$ cat src/source/radio_pkg.sv
package radio_pkg;

   ////////////////////////////////////////////////////////////////////
   // Widths

   typedef logic [7:0]  set_addr_t;   // Settings register address
   typedef logic [31:0] word_t;       // Control and readback word
   typedef logic [63:0] vita_time_t;
   typedef logic [11:0] sample_t;     // One converter sample
   typedef logic [3:0]  rb_sel_t;     // Readback word number

   // Host request as presented on the four-phase port
   typedef struct packed {
      logic      we;
      set_addr_t addr;
      word_t     data;
   } host_cmd_t;

   // One beat on the settings bus
   typedef struct packed {
      logic      stb;
      set_addr_t addr;
      word_t     data;
   } set_bus_t;

   typedef struct packed {
      sample_t a;
      sample_t b;
   } iq_pair_t;

   ////////////////////////////////////////////////////////////////////
   // Settings register map

   localparam set_addr_t SR_MISC    = 8'd0;    // LED sw +3, PHY reset +4, LED src +6
   localparam set_addr_t SR_TESTSIG = 8'd8;    // One word per DAC pair
   localparam set_addr_t SR_TIME64  = 8'd10;   // High word staged, low word loads
   localparam set_addr_t SR_DIVSW   = 8'd180;  // Two switches

   // Word numbers not listed here read as zero
   localparam rb_sel_t RB_ADC0    = 4'd6;
   localparam rb_sel_t RB_ADC1    = 4'd7;
   localparam rb_sel_t RB_TIME_HI = 4'd10;
   localparam rb_sel_t RB_TIME_LO = 4'd11;
   localparam rb_sel_t RB_COMPAT  = 4'd12;
   localparam rb_sel_t RB_PPS_HI  = 4'd14;
   localparam rb_sel_t RB_PPS_LO  = 4'd15;

   localparam logic [7:0] LED_SRC_RESET  = 8'b0001_1110;  // HW owns the run LEDs
   localparam word_t      COMPAT_DEFAULT = {16'd8, 16'd2}; // Major, minor

   // Host port FSM
   typedef enum logic [1:0] {
      IDLE,
      ISSUE,
      ACK
   } port_state_t;

endpackage

$ cat src/source/host_port.sv
`timescale 1ns/1ps

module host_port (
   input  logic                 dsp_clk,
   input  logic                 por_rst,
   input  logic                 req_i,
   input  radio_pkg::host_cmd_t cmd_i,
   input  radio_pkg::word_t     rb_word_i,
   output logic                 ack_o,
   output radio_pkg::word_t     rdata_o,
   output radio_pkg::set_bus_t  set_bus_o,
   output radio_pkg::rb_sel_t   rb_sel_o
);
   import radio_pkg::*;

   port_state_t state;

   ////////////////////////////////////////////////////////////////////
   // Handshake FSM
   // Each req gives one settings beat or one readback fetch and an ack two cycles later

   always_ff @(posedge dsp_clk) begin
      if (por_rst) begin
         state         <= IDLE;
         ack_o         <= 1'b0;
         rdata_o       <= '0;
         set_bus_o.stb <= 1'b0;
      end else begin
         case (state)
            IDLE: begin
               if (req_i) begin
                  set_bus_o.stb <= cmd_i.we;  // Single beat for writes
                  state         <= ISSUE;
               end
            end
            ISSUE: begin
               set_bus_o.stb <= 1'b0;
               state         <= ACK;       // Readback mux registers now
            end
            ACK: begin
               if (!ack_o) begin
                  ack_o <= 1'b1;
                  if (!cmd_i.we)
                     rdata_o <= rb_word_i;
               end else if (!req_i) begin
                  ack_o <= 1'b0;          // Host has released req
                  state <= IDLE;
               end
            end
            default: state <= IDLE;
         endcase
      end
   end

   // Command payload, captured as the request is taken
   always_ff @(posedge dsp_clk) begin
      if (state == IDLE && req_i) begin
         set_bus_o.addr <= cmd_i.addr;
         set_bus_o.data <= cmd_i.data;
         rb_sel_o       <= cmd_i.addr[3:0];
      end
   end

endmodule

$ cat src/source/setting_bank.sv
`timescale 1ns/1ps

module setting_bank #(
   parameter logic [7:0] LED_SRC_AT_RESET = radio_pkg::LED_SRC_RESET
) (
   input  logic                dsp_clk,
   input  logic                por_rst,
   input  radio_pkg::set_bus_t set_bus_i,
   input  logic [1:0]          run_rx_i,
   input  logic [1:0]          run_tx_i,
   output logic [7:0]          leds_o,
   output logic                phy_resetn_o,
   output logic [1:0]          divsw_o,
   output radio_pkg::iq_pair_t dac0_o,
   output radio_pkg::iq_pair_t dac1_o
);
   import radio_pkg::*;

   logic [7:0] led_sw;
   logic [7:0] led_src;   // 1 = hardware, 0 = software
   logic [7:0] led_hw;
   logic       phy_rst;
   logic [1:0] divsw;
   word_t      testsig0;
   word_t      testsig1;

   ////////////////////////////////////////////////////////////////////
   // Setting registers

   always_ff @(posedge dsp_clk) begin
      if (por_rst) begin
         led_sw   <= '0;
         led_src  <= LED_SRC_AT_RESET;
         phy_rst  <= 1'b0;
         divsw    <= 2'b11;          // Both switches on at power up
         testsig0 <= '0;
         testsig1 <= '0;
      end else if (set_bus_i.stb) begin
         case (set_bus_i.addr)
            SR_MISC + 8'd3:    led_sw   <= set_bus_i.data[7:0];
            SR_MISC + 8'd4:    phy_rst  <= set_bus_i.data[0];
            SR_MISC + 8'd6:    led_src  <= set_bus_i.data[7:0];
            SR_TESTSIG + 8'd0: testsig0 <= set_bus_i.data;
            SR_TESTSIG + 8'd1: testsig1 <= set_bus_i.data;
            SR_DIVSW + 8'd0:   divsw[0] <= set_bus_i.data[0];
            SR_DIVSW + 8'd1:   divsw[1] <= set_bus_i.data[0];
            default: ;
         endcase
      end
   end

   ////////////////////////////////////////////////////////////////////
   // Outputs

   // Run activity per channel
   assign led_hw = {3'b000, run_tx_i[0], run_rx_i[0], run_tx_i[1], run_rx_i[1], 1'b0};

   assign leds_o = (led_src & led_hw) | (~led_src & led_sw);

   assign phy_resetn_o = ~phy_rst;
   assign divsw_o      = divsw;

   // Top 12 bits of each half drive the converters
   assign dac0_o = {testsig0[31:20], testsig0[15:4]};
   assign dac1_o = {testsig1[31:20], testsig1[15:4]};

endmodule

$ cat src/source/vita_timer.sv
`timescale 1ns/1ps

module vita_timer (
   input  logic                  dsp_clk,
   input  logic                  por_rst,
   input  radio_pkg::set_bus_t   set_bus_i,
   input  logic                  pps_i,
   output radio_pkg::vita_time_t vita_time_o,
   output radio_pkg::vita_time_t vita_time_pps_o
);
   import radio_pkg::*;

   word_t      time_hi;     // Staged until the low word arrives
   word_t      time_lo;
   logic       load_pend;
   logic [1:0] pps_sync;
   logic       pps_d;
   logic       pps_rise;

   ////////////////////////////////////////////////////////////////////
   // Load path

   always_ff @(posedge dsp_clk) begin
      if (set_bus_i.stb && set_bus_i.addr == SR_TIME64 + 8'd0)
         time_hi <= set_bus_i.data;
      if (set_bus_i.stb && set_bus_i.addr == SR_TIME64 + 8'd1)
         time_lo <= set_bus_i.data;
   end

   always_ff @(posedge dsp_clk) begin
      if (por_rst)
         load_pend <= 1'b0;
      else
         load_pend <= set_bus_i.stb && set_bus_i.addr == SR_TIME64 + 8'd1;
   end

   always_ff @(posedge dsp_clk) begin
      if (por_rst)
         vita_time_o <= '0;
      else if (load_pend)
         vita_time_o <= {time_hi, time_lo};
      else
         vita_time_o <= vita_time_o + 64'd1;
   end

   ////////////////////////////////////////////////////////////////////
   // PPS capture

   always_ff @(posedge dsp_clk) begin
      if (por_rst) begin
         pps_sync <= 2'b00;
         pps_d    <= 1'b0;
      end else begin
         pps_sync <= {pps_sync[0], pps_i};  // Async input
         pps_d    <= pps_sync[1];
      end
   end

   assign pps_rise = pps_sync[1] & ~pps_d;

   always_ff @(posedge dsp_clk) begin
      if (por_rst)
         vita_time_pps_o <= '0;
      else if (pps_rise)
         vita_time_pps_o <= vita_time_o;
   end

endmodule

$ cat src/source/readback_mux.sv
`timescale 1ns/1ps

module readback_mux #(
   parameter radio_pkg::word_t COMPAT_NUM = radio_pkg::COMPAT_DEFAULT
) (
   input  logic                  dsp_clk,
   input  logic                  por_rst,
   input  radio_pkg::rb_sel_t    rb_sel_i,
   input  radio_pkg::iq_pair_t   adc0_i,
   input  radio_pkg::iq_pair_t   adc1_i,
   input  radio_pkg::vita_time_t vita_time_i,
   input  radio_pkg::vita_time_t vita_time_pps_i,
   output radio_pkg::word_t      rb_word_o
);
   import radio_pkg::*;

   // Samples are left justified in each half word
   always_ff @(posedge dsp_clk) begin
      if (por_rst) begin
         rb_word_o <= '0;
      end else begin
         case (rb_sel_i)
            RB_ADC0:    rb_word_o <= {adc0_i.a, 4'b0000, adc0_i.b, 4'b0000};
            RB_ADC1:    rb_word_o <= {adc1_i.a, 4'b0000, adc1_i.b, 4'b0000};
            RB_TIME_HI: rb_word_o <= vita_time_i[63:32];
            RB_TIME_LO: rb_word_o <= vita_time_i[31:0];
            RB_COMPAT:  rb_word_o <= COMPAT_NUM;
            RB_PPS_HI:  rb_word_o <= vita_time_pps_i[63:32];
            RB_PPS_LO:  rb_word_o <= vita_time_pps_i[31:0];
            default:    rb_word_o <= '0;      // Unused word numbers
         endcase
      end
   end

endmodule

$ cat src/source/radio_core.sv
`timescale 1ns/1ps

module radio_core #(
   parameter radio_pkg::word_t COMPAT_NUM = radio_pkg::COMPAT_DEFAULT
) (
   input  logic                 dsp_clk,
   input  logic                 por_rst,
   input  logic                 host_req_i,
   input  radio_pkg::host_cmd_t host_cmd_i,
   output logic                 host_ack_o,
   output radio_pkg::word_t     host_rdata_o,
   input  radio_pkg::iq_pair_t  adc0_i,
   input  radio_pkg::iq_pair_t  adc1_i,
   input  logic                 pps_i,
   input  logic [1:0]           run_rx_i,
   input  logic [1:0]           run_tx_i,
   output logic [7:0]           leds_o,
   output logic                 phy_resetn_o,
   output logic [1:0]           divsw_o,
   output radio_pkg::iq_pair_t  dac0_o,
   output radio_pkg::iq_pair_t  dac1_o
);
   import radio_pkg::*;

   set_bus_t   set_bus;
   rb_sel_t    rb_sel;
   word_t      rb_word;
   vita_time_t vita_time;
   vita_time_t vita_time_pps;

   ////////////////////////////////////////////////////////////////////
   // Host side

   host_port host_port_i (
      .dsp_clk   (dsp_clk),
      .por_rst   (por_rst),
      .req_i     (host_req_i),
      .cmd_i     (host_cmd_i),
      .rb_word_i (rb_word),
      .ack_o     (host_ack_o),
      .rdata_o   (host_rdata_o),
      .set_bus_o (set_bus),
      .rb_sel_o  (rb_sel)
   );

   readback_mux #(.COMPAT_NUM(COMPAT_NUM)) readback_mux_i (
      .dsp_clk         (dsp_clk),
      .por_rst         (por_rst),
      .rb_sel_i        (rb_sel),
      .adc0_i          (adc0_i),
      .adc1_i          (adc1_i),
      .vita_time_i     (vita_time),
      .vita_time_pps_i (vita_time_pps),
      .rb_word_o       (rb_word)
   );

   ////////////////////////////////////////////////////////////////////
   // Settings consumers

   setting_bank setting_bank_i (
      .dsp_clk      (dsp_clk),
      .por_rst      (por_rst),
      .set_bus_i    (set_bus),
      .run_rx_i     (run_rx_i),
      .run_tx_i     (run_tx_i),
      .leds_o       (leds_o),
      .phy_resetn_o (phy_resetn_o),
      .divsw_o      (divsw_o),
      .dac0_o       (dac0_o),
      .dac1_o       (dac1_o)
   );

   vita_timer vita_timer_i (
      .dsp_clk         (dsp_clk),
      .por_rst         (por_rst),
      .set_bus_i       (set_bus),
      .pps_i           (pps_i),
      .vita_time_o     (vita_time),
      .vita_time_pps_o (vita_time_pps)
   );

endmodule

$ cat config.mk
export PLATFORM = sky130hd
export DESIGN_NAME = radio_core
export DESIGN_NICKNAME = d
export VERILOG_FILES = /design/src/source/radio_pkg.sv /design/src/source/host_port.sv /design/src/source/setting_bank.sv /design/src/source/vita_timer.sv /design/src/source/readback_mux.sv /design/src/source/radio_core.sv
export SDC_FILE = /design/constraint.sdc
export NUM_CORES = 1
export LEC_CHECK = 0
export BUFFER_PORTS_ARGS = -buffer_cell sky130_fd_sc_hd__buf_2
export CAP_MARGIN = 20
export CORE_ASPECT_RATIO = 1.2
export CORE_UTILIZATION = 45
export CTS_CLUSTER_SIZE = 20
export DETAILED_ROUTE_END_ITERATION = 10
export PLACE_DENSITY = 0.66
export REMOVE_ABC_BUFFERS = 1
export SLEW_MARGIN = 15
export SYNTH_ARGS = -nofsm -noshare
export SYNTH_HDL_FRONTEND = slang
export SYNTH_HIERARCHICAL = 1
export SYNTH_SLANG_ARGS = --single-unit
$ cat constraint.sdc
create_clock -name dsp_clk -period 8.82 [get_ports dsp_clk]
set_input_delay 0.441 -clock dsp_clk [delete_from_list [all_inputs] [get_ports dsp_clk]]
set_output_delay 0.441 -clock dsp_clk [all_outputs]
set_load 0.05 [all_outputs]
==> impl_metrics.tcl <==
set metrics [dict create \
    status "complete, no violations" \
    synth-main-ff-cell "dfxtp_1" \
    clk_pin_slew_ps 60 \
    total_power_mw 3.60 \
    worstMarginPinSlew_ps 1050 \
    synthesis.area_um2 15700 \
    worstSkewPairLatency_ps 530 \
    met3_usage_pct 3.33 \
    post-route-period-util_pct 34.3 \
    arrival_ps 3450 \
    drv_cap 0 \
    fin_area_um2 18100 \
    ir_drop_uv 121 \
    grt_use_met1_pct 30.5 \
    synth_edf_count 104 \
    cts.sinks 371 \
    p_leak_nw 6.59 \
    cpPeakStageDelay_ps 800 \
    cts_setup_buffers 0 \
    ys_warn_count 6 \
    cts_made_buffers 38 \
    dpl_worst_slack_ps 5870 \
    fmax_mhz 330 \
    async_flop_share_pct 0 \
    dpl.cell_count 2128 \
    critPathSlowestCell "or4_1" \
    avgSynthCellArea_um2 9.95 \
    wl_mm 39.9 \
    row_count 74 \
    fin_ws_ps 5790 \
    viasPerCell 5.53 \
    ys_types 70 \
    htreeDepth 2 \
    cts_max_path_buffers 3 \
    coreArea_um2 34300 \
    setup_tns_ps 0 \
    cp_top_family "simple AND/OR/NAND/NOR gates" \
    worstPathRequired_ps 9240 \
    crit_buf_inv 0 \
    worstPathCellList "ha_1 > and3_1 > nand4_1 > or4_1 > or4_1 > a311oi_1" \
    setup_violations 0 \
    crit_path_start_kind "flip-flop" \
    criticalPathCategory "reg -> reg" \
    dieHeight_um 207 \
    crit_fanout 17 \
    layout_common_cells "267 x dfxtp_1, 242 x nand2_1, 187 x buf_2, 126 x a21oi_1, 121 x mux2i_1" \
    cts_tree "yes" \
    grt_pass1_vias 11500 \
    drcViolationCount 0 \
    grt_overflow_total 0 \
    cts_root_buffer "clkbuf_16" \
    rsz0062_at_grt "no" \
    min_path_type "in -> reg" \
    die_w_um 173 \
    grt.busiest_layer "met2" \
    fin_crit_ps 3030 \
    finalWeightedCongestion 0.987 \
    post_route_cells_drive_above_1_share_pct 16.9 \
    synth_cells 1582 \
    cts_resized 0 \
    fin_util_pct 53.0 \
    ios 189 \
    io_buffers 188 \
    hold_slack_ps 86.9 \
    grt_max_degree 109 \
    vias 12200 \
    drt-pass1-iter-count 6 \
    dpl_cell_area_um2 16800 \
    grtUsageTotal_pct 22.0 \
    area_delta_synth_final_pct 15.3 \
    dpl.hpwl_mm 26.9 \
    grt_pass1_wl_mm 62.9 \
    drtIter0Drc 890 \
    grtUsageMet2_pct 35.5 \
    ys_seq_elements 371 \
    p_per_area_nw_per_um2 199 \
    mostFrequentLayoutCell "dfxtp_1" \
    fin_nets 1811 \
    hold_violations 0 \
    yosysSeqAreaShare_pct 53.8 \
    antenna_found_initial 0 \
    path_common_cell "or4_1" \
    drv_slew 0 \
    endpoint_kind "flip-flop" \
    ant_nets 0 \
    fin_skew_ps 19.3 \
    diodes 0 \
    final.fill_count 3131 \
    initial_core_util_pct 45.9 \
    cts_hold_buf 0 \
    die_area_um2 35700 \
    fin_cells 2199 \
    wl_per_cell_um 18.2 \
    max-slew-margin-rel_pct 29.8 \
]
state kept, by name, indices dropped and copies added, names as in the netlist, 8 cells and up:
name	count
readback_mux_i/rb_word_o	32
setting_bank_i/testsig0	24
host_port_i/set_bus_o	41
vita_timer_i/time_hi	32
vita_timer_i/time_lo	32
vita_timer_i/vita_time_o	64
setting_bank_i/led_sw	8
host_port_i/rdata_o	32
vita_timer_i/vita_time_pps_o	64
setting_bank_i/led_src	8
setting_bank_i/testsig1	24
cells by family after synthesis:
kind of cell    synth area share [%]
compound gates                  11.1
xor+xnor                        2.00
fa+ha+maj                     0.0795
buf+inv                         3.98
flops                           53.8
mux                             8.56
simple gates                    20.5
power breakdown:
group | total (mW) | leakage [nW] | internal, mW | switching (mW)
Clock | 1.64 | 0.635 | 0.987 | 0.653
Combinational | 0.166 | 2.85 | 0.0572 | 0.109
Sequential | 1.80 | 3.11 | 1.78 | 0.0226
worst register-to-register path: stages (launching register included):
cell and delay, ps:
dfxtp_1 430, ha_1 210, and3_1 350, nand4_1 240, or4_1 800, or4_1 620, a311oi_1 280
synth_stat cells, types with 14 or more instances:
master / number / share of area (%)
nand2_1: 242 / 5.8
a211oi_1: 27 / 1.3
nand4_1: 24 / 0.95
a22oi_1: 20 / 0.95
a21oi_1: 126 / 4.0
edfxtp_1: 104 / 20
nor3_1: 22 / 0.70
o22ai_1: 17 / 0.68
nor4_1: 19 / 0.76
clkbuf_1: 59 / 1.4
nand2b_1: 93 / 3.7
nand3_1: 29 / 0.92
o21ai_0: 16 / 0.51
and3_1: 15 / 0.60
a311oi_1: 14 / 0.78
inv_1: 16 / 0.38
xnor2_1: 32 / 1.8
buf_2: 16 / 0.51
dfxtp_1: 267 / 34
mux2i_1: 121 / 7.7
nor2_1: 105 / 2.5
o21a_1: 17 / 0.81
buf_1: 15 / 0.36
routing by layer:
metal	wire length, µm	vias up
met5	0	-
met4	905	0
met3	2750	67
met2	18000	464
met1	18300	5750
li1	-	5873
worst paths after layout:
| check | startpoint | end | slack [ps] | depth (start not counted) |
|---|---|---|---|---|
| worst max-delay path | vita_timer_i/vita_time_o[1] | vita_timer_i/vita_time_o[60] | 5790 | 6 |
| worst min-delay path | host_cmd_i[38] | host_port_i/set_bus_o[38] | 90 | 1 |
| worst max register to register | vita_timer_i/vita_time_o[1] | vita_timer_i/vita_time_o[60] | 5790 | 6 |
| worst min register to register | readback_mux_i/rb_word_o[0] | host_port_i/rdata_o[0] | 430 | 2 |
layout make-up:
cell class / instances / area (µm²) / share of cell area, %
inverters: 16 / 61.3 / 0.338
flip-flops and latches: 371 / 8470 / 46.7
multi-input cells: 1082 / 6680 / 36.8
repair buffers: 204 / 1070 / 5.92
clock buffers: 55 / 1140 / 6.28
clock inverters: 15 / 151 / 0.835
well taps: 456 / 571 / 3.15
Power figures use the tool's default switching activity.
